===== config.mk =====
export PLATFORM = sky130hd
export DESIGN_NAME = core_top
export DESIGN_NICKNAME = d
export VERILOG_FILES = /design/src/logic/core_pkg.sv /design/src/logic/core_top.sv /design/src/logic/exec_control.sv /design/src/logic/load_store.sv /design/src/logic/instr_fetch.sv /design/src/logic/prefetch_fifo.sv /design/src/logic/reg_file.sv /design/src/logic/alu.sv
export SDC_FILE = /design/constraint.sdc
export NUM_CORES = 1
export LEC_CHECK = 0
export BUFFER_PORTS_ARGS = -buffer_cell sky130_fd_sc_hd__buf_2
export CAP_MARGIN = 20
export CORE_MARGIN = 1.5
export CORE_UTILIZATION = 48
export DETAILED_ROUTE_END_ITERATION = 10
export PLACE_DENSITY = 0.76
export SYNTH_ARGS = -nofsm -noshare
export SYNTH_HDL_FRONTEND = slang
export SYNTH_SLANG_ARGS = --single-unit
export TNS_END_PERCENT = 1

===== constraint.sdc =====
create_clock -name clk -period 6 [get_ports clk]
set_input_delay 1.2 -clock clk [delete_from_list [all_inputs] [get_ports clk]]
set_output_delay 1.2 -clock clk [all_outputs]
set_load 0.02 [all_outputs]

===== src/logic/core_pkg.sv =====
package core_pkg;

    localparam int data_w = 16;
    localparam int byte_w = 8;
    localparam int fifo_depth = 6;
    localparam int reg_ax = 0;

    typedef logic [data_w-1:0] word_t;

    // Bits 15 to 1 of a byte address
    typedef logic [data_w-1:1] waddr_t;

    typedef logic [2:0] reg_idx_t;

    typedef enum logic [2:0] {
        alu_add,
        alu_sub,
        alu_and,
        alu_or,
        alu_xor,
        alu_pass_b
    } alu_op_t;

    // B8 stands for the whole B8..BF group
    typedef enum logic [7:0] {
        op_mov_imm_base = 8'hb8,
        op_add_ax       = 8'h05,
        op_sub_ax       = 8'h2d,
        op_and_ax       = 8'h25,
        op_or_ax        = 8'h0d,
        op_xor_ax       = 8'h35,
        op_mov_rm_r     = 8'h89,
        op_mov_ax_mem   = 8'ha1,
        op_mov_mem_ax   = 8'ha3,
        op_nop          = 8'h90,
        op_hlt          = 8'hf4
    } opcode_t;

    typedef struct packed {
        word_t addr;
        word_t wdata;
        logic  write;
    } ls_req_t;

    typedef struct packed {
        logic     en;
        reg_idx_t idx;
        word_t    data;
    } reg_wr_t;

    typedef struct packed {
        logic [byte_w-1:0] data;
        logic              empty;
    } fifo_out_t;

endpackage

===== src/logic/core_top.sv =====
`timescale 1ns/1ns

module core_top (
    input  logic              clk,
    input  logic              rst_n,
    output core_pkg::waddr_t  instr_addr,
    output logic              instr_access,
    input  core_pkg::word_t   instr_data,
    input  logic              instr_ack,
    output core_pkg::waddr_t  data_addr,
    output core_pkg::word_t   data_wdata,
    input  core_pkg::word_t   data_rdata,
    output logic              data_access,
    output logic              data_wr_en,
    input  logic              data_ack,
    output logic              halted
);

    logic                        fifo_wr_en;
    logic [core_pkg::byte_w-1:0] fifo_wr_data;
    logic                        fifo_nearly_full;
    logic                        fifo_rd_en;
    core_pkg::fifo_out_t         head;

    core_pkg::reg_idx_t          reg_rd_sel;
    core_pkg::word_t             reg_rd_val;
    core_pkg::reg_wr_t           reg_wr;

    core_pkg::alu_op_t           alu_op;
    core_pkg::word_t             alu_b;
    core_pkg::word_t             alu_result;

    logic                        ls_start;
    core_pkg::ls_req_t           ls_req;
    logic                        ls_done;
    core_pkg::word_t             ls_rdata;

    // Input side
    instr_fetch u_instr_fetch (
        .clk              (clk),
        .rst_n            (rst_n),
        .instr_addr       (instr_addr),
        .instr_access     (instr_access),
        .instr_data       (instr_data),
        .instr_ack        (instr_ack),
        .fifo_nearly_full (fifo_nearly_full),
        .fifo_wr_en       (fifo_wr_en),
        .fifo_wr_data     (fifo_wr_data)
    );

    prefetch_fifo u_prefetch_fifo (
        .clk              (clk),
        .rst_n            (rst_n),
        .fifo_wr_en       (fifo_wr_en),
        .fifo_wr_data     (fifo_wr_data),
        .fifo_rd_en       (fifo_rd_en),
        .head             (head),
        .fifo_nearly_full (fifo_nearly_full)
    );

    // Processing
    exec_control u_exec_control (
        .clk        (clk),
        .rst_n      (rst_n),
        .head       (head),
        .fifo_rd_en (fifo_rd_en),
        .reg_rd_sel (reg_rd_sel),
        .reg_rd_val (reg_rd_val),
        .alu_op     (alu_op),
        .alu_b      (alu_b),
        .alu_result (alu_result),
        .reg_wr     (reg_wr),
        .ls_start   (ls_start),
        .ls_req     (ls_req),
        .ls_done    (ls_done),
        .ls_rdata   (ls_rdata),
        .halted     (halted)
    );

    reg_file u_reg_file (
        .clk        (clk),
        .rst_n      (rst_n),
        .reg_rd_sel (reg_rd_sel),
        .reg_rd_val (reg_rd_val),
        .reg_wr     (reg_wr)
    );

    alu u_alu (
        .alu_op     (alu_op),
        .alu_a      (reg_rd_val),
        .alu_b      (alu_b),
        .alu_result (alu_result)
    );

    // Output side
    load_store u_load_store (
        .clk         (clk),
        .rst_n       (rst_n),
        .ls_start    (ls_start),
        .ls_req      (ls_req),
        .ls_done     (ls_done),
        .ls_rdata    (ls_rdata),
        .data_addr   (data_addr),
        .data_wdata  (data_wdata),
        .data_rdata  (data_rdata),
        .data_access (data_access),
        .data_wr_en  (data_wr_en),
        .data_ack    (data_ack)
    );

endmodule


===== src/logic/exec_control.sv =====
`timescale 1ns/1ns

module exec_control (
    input  logic                   clk,
    input  logic                   rst_n,
    input  core_pkg::fifo_out_t    head,
    output logic                   fifo_rd_en,
    output core_pkg::reg_idx_t     reg_rd_sel,
    input  core_pkg::word_t        reg_rd_val,
    output core_pkg::alu_op_t      alu_op,
    output core_pkg::word_t        alu_b,
    input  core_pkg::word_t        alu_result,
    output core_pkg::reg_wr_t      reg_wr,
    output logic                   ls_start,
    output core_pkg::ls_req_t      ls_req,
    input  logic                   ls_done,
    input  core_pkg::word_t        ls_rdata,
    output logic                   halted
);

    typedef enum logic [2:0] {
        st_opcode,
        st_modrm,
        st_imm_lo,
        st_imm_hi,
        st_execute,
        st_mem_wait,
        st_halt
    } ctrl_state_t;

    ctrl_state_t          state;
    core_pkg::opcode_t    opcode;
    core_pkg::reg_idx_t   dst;
    core_pkg::reg_idx_t   src;
    core_pkg::word_t      imm;
    logic                 is_mem_op;

    assign is_mem_op = (opcode == core_pkg::op_mov_ax_mem) || (opcode == core_pkg::op_mov_mem_ax);
    assign halted    = (state == st_halt);

    // Memory operand address comes from the immediate, store data from AX
    assign ls_req.addr  = imm;
    assign ls_req.wdata = reg_rd_val;
    assign ls_req.write = (opcode == core_pkg::op_mov_mem_ax);

    always_comb begin
        fifo_rd_en = 1'b0;
        reg_rd_sel = core_pkg::reg_idx_t'(core_pkg::reg_ax);
        alu_op     = core_pkg::alu_pass_b;
        alu_b      = imm;
        reg_wr     = '0;
        ls_start   = 1'b0;
        case (state)
            st_opcode, st_modrm, st_imm_lo, st_imm_hi: fifo_rd_en = !head.empty;
            st_execute: begin
                case (opcode)
                    core_pkg::op_add_ax: alu_op = core_pkg::alu_add;
                    core_pkg::op_sub_ax: alu_op = core_pkg::alu_sub;
                    core_pkg::op_and_ax: alu_op = core_pkg::alu_and;
                    core_pkg::op_or_ax:  alu_op = core_pkg::alu_or;
                    core_pkg::op_xor_ax: alu_op = core_pkg::alu_xor;
                    core_pkg::op_mov_rm_r: begin
                        reg_rd_sel = src;
                        alu_b      = reg_rd_val;
                    end
                    default: alu_op = core_pkg::alu_pass_b;
                endcase
                ls_start     = is_mem_op;
                reg_wr.en    = !is_mem_op;
                reg_wr.idx   = dst;
                reg_wr.data  = alu_result;
            end
            st_mem_wait: begin
                reg_wr.en   = ls_done && (opcode == core_pkg::op_mov_ax_mem);
                reg_wr.idx  = dst;
                reg_wr.data = ls_rdata;
            end
            default: ;
        endcase
    end

    always_ff @(posedge clk) begin
        if (!rst_n) begin
            state <= st_opcode;
        end else begin
            case (state)
                st_opcode: begin
                    if (!head.empty) begin
                        if (head.data[7:3] == core_pkg::op_mov_imm_base[7:3]) begin
                            state <= st_imm_lo;
                        end else begin
                            case (head.data)
                                core_pkg::op_add_ax, core_pkg::op_sub_ax,
                                core_pkg::op_and_ax, core_pkg::op_or_ax,
                                core_pkg::op_xor_ax, core_pkg::op_mov_ax_mem,
                                core_pkg::op_mov_mem_ax: state <= st_imm_lo;
                                core_pkg::op_mov_rm_r:   state <= st_modrm;
                                core_pkg::op_hlt:        state <= st_halt;
                                core_pkg::op_nop:        state <= st_opcode;
                                default:                 state <= st_opcode;
                            endcase
                        end
                    end
                end
                st_modrm: begin
                    // Only register mode is executed
                    if (!head.empty)
                        state <= (head.data[7:6] == 2'b11) ? st_execute : st_opcode;
                end
                st_imm_lo: begin
                    if (!head.empty)
                        state <= st_imm_hi;
                end
                st_imm_hi: begin
                    if (!head.empty)
                        state <= st_execute;
                end
                st_execute:  state <= is_mem_op ? st_mem_wait : st_opcode;
                st_mem_wait: begin
                    if (ls_done)
                        state <= st_opcode;
                end
                default: state <= st_halt;
            endcase
        end
    end

    always_ff @(posedge clk) begin
        if (state == st_opcode && !head.empty) begin
            if (head.data[7:3] == core_pkg::op_mov_imm_base[7:3]) begin
                opcode <= core_pkg::op_mov_imm_base;
                dst    <= head.data[2:0];
            end else begin
                opcode <= core_pkg::opcode_t'(head.data);
                dst    <= core_pkg::reg_idx_t'(core_pkg::reg_ax);
            end
        end
        if (state == st_modrm && !head.empty) begin
            dst <= head.data[2:0];
            src <= head.data[5:3];
        end
        if (state == st_imm_lo && !head.empty)
            imm[7:0] <= head.data;
        if (state == st_imm_hi && !head.empty)
            imm[15:8] <= head.data;
    end

    // One outstanding memory request at a time
    a_single_req: assert property (@(posedge clk) disable iff (!rst_n)
        ls_start |=> state == st_mem_wait && !ls_start);

endmodule


===== src/logic/load_store.sv =====
`timescale 1ns/1ns

module load_store (
    input  logic                clk,
    input  logic                rst_n,
    input  logic                ls_start,
    input  core_pkg::ls_req_t   ls_req,
    output logic                ls_done,
    output core_pkg::word_t     ls_rdata,
    output core_pkg::waddr_t    data_addr,
    output core_pkg::word_t     data_wdata,
    input  core_pkg::word_t     data_rdata,
    output logic                data_access,
    output logic                data_wr_en,
    input  logic                data_ack
);

    typedef enum logic {
        ls_idle,
        ls_busy
    } ls_state_t;

    ls_state_t state;

    assign data_access = (state == ls_busy);

    always_ff @(posedge clk) begin
        if (!rst_n) begin
            state      <= ls_idle;
            data_wr_en <= 1'b0;
            ls_done    <= 1'b0;
        end else begin
            ls_done <= 1'b0;
            case (state)
                ls_idle: begin
                    if (ls_start) begin
                        state      <= ls_busy;
                        data_wr_en <= ls_req.write;
                    end
                end
                ls_busy: begin
                    if (data_ack) begin
                        state      <= ls_idle;
                        data_wr_en <= 1'b0;
                        ls_done    <= 1'b1;
                    end
                end
                default: state <= ls_idle;
            endcase
        end
    end

    // Bus payload held from start until the ack
    always_ff @(posedge clk) begin
        if (state == ls_idle && ls_start) begin
            data_addr  <= ls_req.addr[core_pkg::data_w-1:1];
            data_wdata <= ls_req.wdata;
        end
        if (state == ls_busy && data_ack)
            ls_rdata <= data_rdata;
    end

    a_hold_until_ack: assert property (@(posedge clk) disable iff (!rst_n)
        $fell(data_access) |-> $past(data_ack));

endmodule


===== src/logic/instr_fetch.sv =====
`timescale 1ns/1ns

module instr_fetch (
    input  logic                        clk,
    input  logic                        rst_n,
    output core_pkg::waddr_t            instr_addr,
    output logic                        instr_access,
    input  core_pkg::word_t             instr_data,
    input  logic                        instr_ack,
    input  logic                        fifo_nearly_full,
    output logic                        fifo_wr_en,
    output logic [core_pkg::byte_w-1:0] fifo_wr_data
);

    typedef enum logic [1:0] {
        fs_idle,
        fs_access,
        fs_high_byte
    } fetch_state_t;

    fetch_state_t state;
    logic [core_pkg::byte_w-1:0] hi_byte;

    assign instr_access = (state == fs_access);

    // Low byte goes straight in at the ack, high byte one cycle later
    assign fifo_wr_en   = (state == fs_access && instr_ack) || (state == fs_high_byte);
    assign fifo_wr_data = (state == fs_access) ? instr_data[core_pkg::byte_w-1:0] : hi_byte;

    always_ff @(posedge clk) begin
        if (!rst_n) begin
            state      <= fs_idle;
            instr_addr <= '0;
        end else begin
            case (state)
                fs_idle: begin
                    if (!fifo_nearly_full)
                        state <= fs_access;
                end
                fs_access: begin
                    if (instr_ack) begin
                        state      <= fs_high_byte;
                        instr_addr <= instr_addr + 1'b1;
                    end
                end
                default: state <= fs_idle;
            endcase
        end
    end

    always_ff @(posedge clk) begin
        if (state == fs_access && instr_ack)
            hi_byte <= instr_data[core_pkg::data_w-1:core_pkg::byte_w];
    end

    a_addr_stable: assert property (@(posedge clk) disable iff (!rst_n)
        instr_access && !instr_ack |=> instr_access && $stable(instr_addr));

    // Room for both bytes must exist before the bus is requested
    a_start_room: assert property (@(posedge clk) disable iff (!rst_n)
        $rose(instr_access) |-> !$past(fifo_nearly_full));

endmodule


===== src/logic/prefetch_fifo.sv =====
`timescale 1ns/1ns

module prefetch_fifo (
    input  logic                        clk,
    input  logic                        rst_n,
    input  logic                        fifo_wr_en,
    input  logic [core_pkg::byte_w-1:0] fifo_wr_data,
    input  logic                        fifo_rd_en,
    output core_pkg::fifo_out_t         head,
    output logic                        fifo_nearly_full
);

    logic [core_pkg::byte_w-1:0] mem [core_pkg::fifo_depth];
    logic [$clog2(core_pkg::fifo_depth)-1:0] rd_ptr;
    logic [$clog2(core_pkg::fifo_depth)-1:0] wr_ptr;
    logic [$clog2(core_pkg::fifo_depth+1)-1:0] count;
    logic do_rd;

    assign do_rd = fifo_rd_en && (count != 0);

    assign head.data        = mem[rd_ptr];
    assign head.empty       = (count == 0);
    assign fifo_nearly_full = (count > core_pkg::fifo_depth - 2);

    always_ff @(posedge clk) begin
        if (fifo_wr_en)
            mem[wr_ptr] <= fifo_wr_data;
    end

    always_ff @(posedge clk) begin
        if (!rst_n) begin
            rd_ptr <= '0;
            wr_ptr <= '0;
            count  <= '0;
        end else begin
            if (fifo_wr_en)
                wr_ptr <= (wr_ptr == core_pkg::fifo_depth - 1) ? '0 : wr_ptr + 1'b1;
            if (do_rd)
                rd_ptr <= (rd_ptr == core_pkg::fifo_depth - 1) ? '0 : rd_ptr + 1'b1;
            case ({fifo_wr_en, do_rd})
                2'b10:   count <= count + 1'b1;
                2'b01:   count <= count - 1'b1;
                default: count <= count;
            endcase
        end
    end

    a_no_overflow: assert property (@(posedge clk) disable iff (!rst_n)
        fifo_wr_en |-> count != core_pkg::fifo_depth);

    a_no_underflow: assert property (@(posedge clk) disable iff (!rst_n)
        fifo_rd_en |-> count != 0);

endmodule


===== src/logic/reg_file.sv =====
`timescale 1ns/1ns

module reg_file (
    input  logic                clk,
    input  logic                rst_n,
    input  core_pkg::reg_idx_t  reg_rd_sel,
    output core_pkg::word_t     reg_rd_val,
    input  core_pkg::reg_wr_t   reg_wr
);

    core_pkg::word_t regs [8];

    assign reg_rd_val = regs[reg_rd_sel];

    always_ff @(posedge clk) begin
        if (!rst_n) begin
            for (int i = 0; i < 8; i++)
                regs[i] <= '0;
        end else if (reg_wr.en) begin
            regs[reg_wr.idx] <= reg_wr.data;
        end
    end

endmodule


===== src/logic/alu.sv =====
`timescale 1ns/1ns

module alu (
    input  core_pkg::alu_op_t  alu_op,
    input  core_pkg::word_t    alu_a,
    input  core_pkg::word_t    alu_b,
    output core_pkg::word_t    alu_result
);

    // Results wrap at 16 bits, no flags are kept
    always_comb begin
        case (alu_op)
            core_pkg::alu_add:    alu_result = alu_a + alu_b;
            core_pkg::alu_sub:    alu_result = alu_a - alu_b;
            core_pkg::alu_and:    alu_result = alu_a & alu_b;
            core_pkg::alu_or:     alu_result = alu_a | alu_b;
            core_pkg::alu_xor:    alu_result = alu_a ^ alu_b;
            core_pkg::alu_pass_b: alu_result = alu_b;
            default:              alu_result = alu_b;
        endcase
    end

endmodule


; ---- Word level (Yosys, flattened, before mapping)
; Memories as Yosys holds them, arrays and structs flattened. A register that Yosys moved wholly into a read port is not among the register bits.
; Cells that the tools add are included.
[op_classes]
add_sub_neg = 7
n_lt_le_gt_ge = 1
n_eq_ne = 44
n_mux = 48
bitwise_logic = 4
reduce_logical = 28
[op_table]
columns = operator, count
row1 = $pmux W16 S5, 1
row2 = $mux W3, 19
row3 = $eq A8 B8 Y1 const B, 7
row4 = $eq A8 B6 Y1 const B, 6
row5 = $mux W16, 3
row6 = $pmux W20 S2, 1
row7 = $eq A3 B3 Y1 const B, 6
row8 = $pmux W3 S6, 1
row9 = $add A16 B16 Y16, 1
row10 = $and A16 B16 Y16, 1
row11 = $eq A8 B3 Y1 const B, 2
row12 = $eq A8 B4 Y1 const B, 2
row13 = $or A16 B16 Y16, 1
row14 = $reduce_or A16 Y1, 1
row15 = $sub A16 B16 Y16, 1
row16 = $xor A16 B16 Y16, 1
row17 = $add A15 B1 Y15 const B, 1
row18 = $pmux W3 S5, 1
row19 = $mux W1, 14
row20 = $eq A3 B2 Y1 const B, 4
row21 = $ne A2 B2 Y1 const B, 6
row22 = $add A3 B1 Y3 const B, 3
row23 = $logic_and A1 B1 Y1, 9
row24 = $logic_not A3 Y1, 3
row25 = other kinds (23), 37
[totals]
ff_bits = 117
mem_bits_rw = 176
wordCells = 152
memories = 2
[memory_table]
columns = name, words, word_bits, rd, rd_ports_with_merged_regs, write_ports, line
row1 = u_reg_file.regs, 8, 16, 1, 0, 8, reg_file.sv:11  ; core_pkg::word_t regs [8];
row2 = u_prefetch_fifo.mem, 6, 8, 1, 1, 1, prefetch_fifo.sv:13  ; logic [core_pkg::byte_w-1:0] mem [core_pkg::fifo_depth];

; ---- Depth between registers and ports, before layout
; Gate-level depths: netlist of run 1.
; An unclocked memory read counts as a cell.
[depth]
ltp_word = 14
depth_mapped = 25
mapped_depth_nobuf = 21

; ---- Modules after synthesis
; A second synthesis of run 1 with hierarchy kept.
[unflattened]
cells_unflattened = 1193
area_unflattened_um2 = 15230.9
[modules_own_cells]
columns = module, n_inst, cells_each, area_per_inst_um2, seq_area_each_um2
row1 = reg_file, 1, 373, 5805.6, 3843.7
row2 = prefetch_fifo, 1, 131, 2392.3, 1681.6
row3 = alu, 1, 333, 2297.2, 0.0
row4 = exec_control, 1, 192, 2070.7, 960.9
row5 = load_store, 1, 58, 1525.2, 1471.4
row6 = instr_fetch, 1, 106, 1139.8, 580.6

; ---- Worst setup path before layout of run 1
; OpenSTA, ideal clock, no wires.
[synth_path]
path_type = register to register
start = reg u_exec_control.opcode[2]
end = mem u_reg_file.regs[0][15] (netlist bit) (data pin)
t_arrival_ns = 4.963
setup_slack_ns = 0.760
stages_incl_launch_ff = 21
n_path_buf = 4
cell_sequence = edfxtp_1 nor3b_2 and4_1 buf_6 buf_2 buf_2 buf_2 mux2i_1 ha_1 nor2_1 xnor2_1 ha_1 a21o_1 a2111oi_0 a211oi_2 nor3_1 o41ai_2 xnor2_1 nor3_1 a221oi_2 a21oi_1
[synth_lines]
columns = item, line
row1 = start: declaration, exec_control.sv:32  ; core_pkg::opcode_t opcode;
row2 = start signal: assignment, exec_control.sv:131  ; opcode <= core_pkg::op_mov_imm_base;
row3 = start signal: assignment, exec_control.sv:134  ; opcode <= core_pkg::opcode_t'(head.data);
row4 = end: declaration, reg_file.sv:11

==> results of run 1 <==
-- cells in the final DEF, fill, tap and decap left out, drive strengths merged, types with 23 or more instances in the layout --
master,n
dfxtp,35
nand2,106
buf,140
xnor2,30
o21ai,58
a21oi,92
clkbuf,36
nor3,37
edfxtp,261
and2,23
nor2,183
ha,48
inv,60
-- logic make-up after synthesis --
logic type | synth area share
xor+xnor | 0.0200
buf+inv | 0.0357
fa+ha+maj | 0.0430
mux | 0.0580
flops | 0.573
compound gates | 0.124
simple gates | 0.146
-- cell usage after synthesis (6+ instances only) --
cell / number
edfxtp_1: 261
a21boi_0: 11
mux2_2: 18
a32oi_1: 7
ha_1: 48
nand2b_1: 11
clkbuf_1: 40
o221ai_1: 9
inv_1: 57
mux4_2: 19
nor2_1: 183
nand2_1: 105
nand3_1: 20
o31ai_1: 8
buf_2: 14
dfxtp_1: 35
nor3_1: 37
or3_1: 16
and2_1: 23
buf_1: 8
a21oi_1: 92
o21a_1: 9
o21ai_0: 52
nor2b_1: 16
and3_1: 13
o211ai_1: 9
o21ai_1: 6
xnor2_1: 30
a31oi_1: 10
mux2i_1: 21
and4_1: 6
a211oi_1: 9
nor3b_1: 6
-- power by group --
part	switching [mW]	internal [mW]	leakage [nW]	total [mW]
Clock	0.842	1.28	0.557	2.12
Combinational	0.530	0.303	2.90	0.833
Sequential	0.112	2.39	2.82	2.51
Total	1.48	3.98	6.28	5.46
-- final cells by class --
class                           instances  area (um^2)
Clock buffer                           36          815
Clock inverter                         22          305
Fill cell                            2552        13500
Inverter                               58          218
Multi-Input combinational cell        881         5860
Sequential cell                       296         8540
Tap cell                              396          495
Timing Repair Buffer                  140          858
-- flip-flops by register name, summed over array words and instances (netlist names), 8 cells and up, named ones only --
| register | cells |
|---|---|
| u_load_store.data_addr | 15 |
| u_instr_fetch.instr_addr | 15 |
| u_reg_file.regs | 128 |
| u_exec_control.imm | 16 |
| u_load_store.ls_rdata | 16 |
| u_prefetch_fifo.mem | 48 |
| u_exec_control.opcode | 8 |
| u_load_store.data_wdata | 16 |
| u_instr_fetch.hi_byte | 8 |
-- worst register-to-register path: stages (launching register included) --
cell,delay (ns)
edfxtp_1,0.52
nor3b_4,0.32
and4_2,0.46
buf_4,0.42
mux2i_1,0.40
ha_1,0.24
nor2_1,0.07
xnor2_1,0.14
ha_1,0.34
a21o_1,0.19
a2111oi_0,0.52
buf_4,0.22
a211oi_2,0.08
nor3_1,0.29
o41ai_2,0.15
xnor2_1,0.30
nor3_1,0.13
a221oi_4,0.44
a21oi_1,0.15
-- worst min path at each step --
stage | end
after floorplan | u_load_store.data_addr[13]
after global placement | u_load_store.data_addr[5]
after detailed placement | u_load_store.data_addr[0]
after CTS | u_load_store.data_addr[0]
after global routing | u_load_store.data_addr[0]
final | u_load_store.data_addr[0]
-- repair_timing --
action                                  in CTS  in global routing
hold buffers                                 0                  0
endpoints found under the setup margin       0                 46
buffers inserted                             0                  1
endpoints found under the hold margin        0                  0
gates resized for setup                      0                  6
-- metal layers --
layer,global-route usage,vias up,share of wire
met1,0.343,5283,0.39
met4,0.124,0,0.047
met3,0.0577,107,0.10
met2,0.412,631,0.46
li1,-,5009,-
met5,0,-,0
-- through the flow --
stage	hold slack, ns	setup slack [ns]
after global placement	0.461	0.329
after CTS	0.489	0.0911
after detailed placement	0.473	0.115
final	0.491	0.363
after floorplan	0.426	0.760
after global routing	0.498	0.0245
==> impl_results.md, run 1 <==
* Status: completed
* Worst path slowest cell: edfxtp_1
* DP HPWL at around 29 mm
* # placed instances at 1769
* Mapped Nets at between 1000 and 1500
* Drt first pass iters at 6
* Slew @ Worst Pin at about 1.0 ns
* Pwr Total at 5.46 mW
* Main synth FF type: edfxtp_1
* Clock Skew at between 0.02 and 0.03 ns
* Max Transition Viols Final at 0
* R2r setup slk at around 0.36 ns
* Post-route cell area at about 17000 um^2
* Crit start category: flop
* Site Rows at between 60 and 70
* Worst min path class: reg -> reg
* Critical path fanouts, max at 26
* Area leader, netlist: edfxtp_1
* Critical path endpoint category: flop
* Die Area at between 30000 and 40000 um^2
* Endpoints failing hold at 0
* PortBufs at 85
* Final Cycle Share at 0.939
* Bufs and invs on worst path at 2
* Maxcap violations at 0
* Crit. path cell count at 18
* R2R cell count at 18
* Area share of the largest cell type after synthesis at 0.526
* Post-synthesis sequential area ratio at 0.573
* Number of nets with antenna violations after routing at 0
* Delay-heaviest family, CP: compound AO/OA/AOI/OAI gates
* Setup TNS Final at 0 ns
* Yosys reg bits at roughly 300
* Critical Path AT at 5.93 ns
* RSZ-0062 raised after global routing: false
* Layout area overhead at 14.8%
* Leakage at roughly 6.3 nW
* Antenna cells at 0
* Residual DRC at 0
* Reg2reg start: u_exec_control.opcode[5]
* Placer Congestion at 0.991
* Core box area at 30600 um^2
* Vias at 11000
* Share of layout cells above drive strength 1 at 0.177
* Yosys cell types at slightly below 80
* Critical path class: reg -> reg
* Reg clk slew, reported paths at 0.06 ns
* Grt total ovfl at 0
* Clock Path Buffers at 3
* Die Span X at between 150 and 200 um
* H-tree depth at 1
* Initial antenna violation count at 0
* CTS tree: done
* CP max stage delay at ~0.52 ns
* Worst hold path depth at 0
* Wire per inst at ~23 um
* Post-DP Area at approximately 16000 um^2
* CP required at around 6.3 ns
* Critical-path cell list: nor3b_4, and4_2, buf_4, mux2i_1, ha_1, nor2_1, xnor2_1, ha_1, a21o_1, a2111oi_0, buf_4, a211oi_2, nor3_1, o41ai_2, xnor2_1, nor3_1, a221oi_4, a21oi_1
* Pwr Density at roughly 320 nW/um^2
* R2r endpoint: u_reg_file.regs[2][15]
* Post-synth EDFFs at 261
* Vias in the first global route at 10700
* Clock Sinks at ~300
* Vias/cell at ~6.0
* Fmax at roughly 180 MHz
* Initial DRC count at 1170
* Post-Synthesis Cells at roughly 1300
* First-pass GRT wire length at 62.4 mm
* Setup violators final at 0
* DRT Wirelength at 41.9 mm
* Height of the die at between 150 and 200 um
* Worst Setup SP: u_exec_control.opcode[5]
* Tot GR Track Use at 0.261
* Synth area leaders: edfxtp_1, dfxtp_1, nor2_1
* Cell Count, Final, Fillers Out at ~1800
* Hold path startpoint: u_exec_control.imm[1]
* TritonCTS Buffers at 31
* Final-stage net count at between 1000 and 1500
* Worst slew margin at 0.301
* Ports at between 80 and 90
* Worst IR drop on VDD at 0.286 mV
* Pin count of the biggest net entering global routing at 57
* Synthesis Warnings at 0
* Root buffer cell: clkbuf_16
* Final min period at 5.64 ns
* Synth Cell Area at approximately 15000 um^2
* Initial core utilization at 0.487
* Syn avg cell area at about 11 um^2
* Worst-skew pair later-pin latency at 0.60 ns
* Final Core Density at 0.559
* Fraction of registers with async set or reset after synthesis at 0
* CP endpoint: u_reg_file.regs[2][15]
(Power assumes the default switching activity.)
==> run 2: changes to the inputs <==
Settings changed: SYNTH_HIERARCHICAL from default to 1.
==> run 2 against run 1 <==
Against the previous run:
- the run now ends with negative setup slack left
- final area increased by 4.8%
- non-clock buffer count increased by 43
- first-iteration DRC count decreased by 7.2%
- utilization increased by 1.2 points
- clock skew decreased by 0.019 ns
- total power decreased by 9.9%
- combinational power decreased by 27%
- critical path depth increased by 6
- sequential power decreased by 3%
- hold slack got worse by 0.031 ns
- sequential cell count unchanged
==> impl_results.md, run 2 <==
* Max reg flops at ~130
* Worst IR drop on VDD at approximately 0.25 mV
* Area share of the largest cell type after synthesis at 0.515
* Core box area at about 31000 um^2
* Maxcap violations at 0
* Post-route cell area at 17900 um^2
* Setup violators final at 2
* Endpoints failing hold at 0
* Share of layout cells above drive strength 1 at 0.289
* # placed instances at roughly 1700
* Most frequent cells after synthesis: edfxtp_1, nor3_1, nor2_1
* Initial core utilization at 0.485
* Post-synthesis sequential area ratio at 0.561
* P_int at approximately 3.7 mW
* Filler instances at about 2400
* Height of the die at about 180 um
* Violated checks: negative setup slack
* Final-stage net count at between 1000 and 1500
* CTS tree: done
* Final Cycle Share at 1.00
* Die Span X at about 180 um
* Site Rows at 65
* Pin count of the biggest net entering global routing at roughly 70
* PortBufs at 85
* Top Registers: u_reg_file/regs: 128 flops, u_prefetch_fifo/mem: 48 flops
* Clock Path Buffers at 3
* Post-DP Area at ~16000 um^2
* Ports at 86
* CP required at about 6.3 ns
* Layout area overhead at 17.6%
* Critical path endpoint category: flop
* Most numerous cell in the Yosys netlist: edfxtp_1
* Clock Skew at 0.0105 ns
* Final Core Density at 0.570
* Hold WS at roughly 0.46 ns
* Logic pwr share at 0.124
* Initial DRC count at between 1000 and 1500
* Yosys reg bits at between 200 and 300
* Reg clk slew, reported paths at 0.06 ns
* DP HPWL at between 20 and 25 mm
* DRT Wirelength at ~37 mm
* Switching share of power at 0.240
* TritonCTS Buffers at 29
* Sequential Power Share at 0.496
* Status: finished, violations left
* Wire per inst at ~21 um
* Mapped Nets at around 1300
* Sw Pwr at 1.18 mW
* Post-Synthesis Cells at between 1000 and 1500
* Residual DRC at 0
* Max Transition Viols Final at 0
* Most common cell after layout, fill and taps aside: edfxtp_1
* Clock share of power at 0.380
* Synth Cell Area at approximately 15000 um^2
* Post-synth EDFFs at 261
* Die Area at between 30000 and 40000 um^2
* Area leader, netlist: edfxtp_1
* Tot GR Track Use at 0.216
* Commonest non-fill, non-tap cells in the layout: edfxtp_1, nor3_1, buf_4
* Worst slew margin at 0.331
* Worst-skew pair later-pin latency at between 0.5 and 0.6 ns
* Vias in the first global route at between 10000 and 15000
* Critical Path AT at 6.29 ns
* Number of nets with antenna violations after routing at 0
* First-pass GRT wire length at ~55 mm
* Setup TNS Final at -0.00757 ns
* Worst min path class: reg -> reg
* Placer Congestion at 0.920
* Clock Sinks at a little under 300
* Slew @ Worst Pin at about 1 ns
* Antenna cells at 0
* Final min period at 6.00 ns
* Top reg by flops: u_reg_file/regs
* H-tree depth at 1
* Leakage at between 6 and 7 nW
* RSZ-0062 raised after global routing: true
* Critical path fanouts, max at 8
* Syn avg cell area at 12.8 um^2
* Grt total ovfl at 0
* Crit start category: flop
* Synth area leaders: edfxtp_1, mux4_1, dfxtp_1
* Synthesis Warnings at 6
* Drt first pass iters at 5
* Critical path class: reg -> reg
* Initial antenna violation count at 0
* Fraction of registers with async set or reset after synthesis at 0
* Cell Count, Final, Fillers Out at 1739
* Cts hold-fix bufs at 0
* Vias/cell at between 6 and 7
* Yosys cell types at 81
* Pwr Density at 275 nW/um^2
* Final worst setup slack at -0.00465 ns
* Root buffer cell: clkbuf_16
* Main synth FF type: edfxtp_1
* Vias at 10400
* Fmax at approximately 170 MHz
[run 2: kinds of logic after synthesis]
kind of cell | after synthesis | synth area share
adders and majority gates | 52 | 0.0437
DFF | 296 | 0.561
and+or+nand+nor | 364 | 0.132
xor gates and xnor gates | 30 | 0.0173
muxes | 121 | 0.125
buffers and inverters | 159 | 0.0496
AOI/OAI and AO/OA | 171 | 0.0720
[run 2: stage by stage]
stage | setup WS [ns] | total power, mW
after floorplan | 0.0699 | 2.84
after global placement | -0.120 | 3.02
after detailed placement | -0.299 | 3.04
after CTS | 0.0446 | 4.90
after global routing | -0.146 | 5.08
final | -0.00465 | 4.92
[run 2: worst paths after layout]
kind                                 start                         end  slack, ns  cells past startpoint
setup / recovery  u_exec_control/opcode[6]      u_reg_file/regs[6][14]     -0.005                     24
hold / removal      u_exec_control/imm[13]  u_load_store/data_addr[12]       0.46                      0
setup reg to reg  u_exec_control/opcode[6]      u_reg_file/regs[6][14]     -0.005                     24
hold reg to reg     u_exec_control/imm[13]  u_load_store/data_addr[12]       0.46                      0
[run 2: timing repair]
item | CTS | global route
gates resized for setup | 9 | 106
buffers inserted | 1 | 17
setup endpoints to repair | 30 | 80
cloned | 0 | 1
pin swaps | 2 | 43
[run 2: final cells by class]
| class | instances | area [um^2] | area share |
|---|---|---|---|
| Clock buffer | 41 | 842 | 0.0470 |
| Clock inverter | 13 | 153 | 0.00852 |
| Inverter | 66 | 303 | 0.0169 |
| Multi-Input combinational cell | 738 | 6330 | 0.354 |
| Sequential cell | 296 | 8540 | 0.477 |
| Tap cell | 402 | 503 | 0.0281 |
| Timing Repair Buffer | 183 | 1240 | 0.0690 |
[run 2: per-layer routing]
| layer | up-vias | global-route usage | wire, um |
|---|---|---|---|
| met5 | - | 0 | 0 |
| met4 | 0 | 0.0890 | 1270 |
| met3 | 94 | 0.0286 | 2600 |
| met2 | 513 | 0.366 | 18400 |
| met1 | 5105 | 0.281 | 14800 |
| li1 | 4735 | - | - |
[run 2: worst max-delay path, cell delays in order, from the launching register on]
cell,delay (ns)
edfxtp_1,0.36
nand2b_4,0.16
nor4_4,0.31
nand4_4,0.16
nor2_4,0.22
buf_12,0.17
mux4_2,0.51
mux2_4,0.31
mux2_2,0.28
or3_4,0.37
nand3b_1,0.18
nand2b_4,0.18
o41ai_4,0.31
xnor2_1,0.15
ha_2,0.41
nand4_1,0.19
a211oi_2,0.27
a21o_1,0.21
buf_4,0.13
a21oi_1,0.05
o211a_1,0.25
mux2i_1,0.15
nor2_1,0.08
bufinv_8,0.26
nor3_2,0.05
[run 2: power groups by stage]
stage	Clock (mW)	Combinational, mW	Sequential [mW]
4_1_cts	1.90	0.570	2.43
6_report	1.87	0.608	2.44
5_1_grt	1.98	0.653	2.45
2_1_floorplan	0	0.392	2.45
3_5_place_dp	0	0.564	2.48
3_3_place_gp	0	0.546	2.47
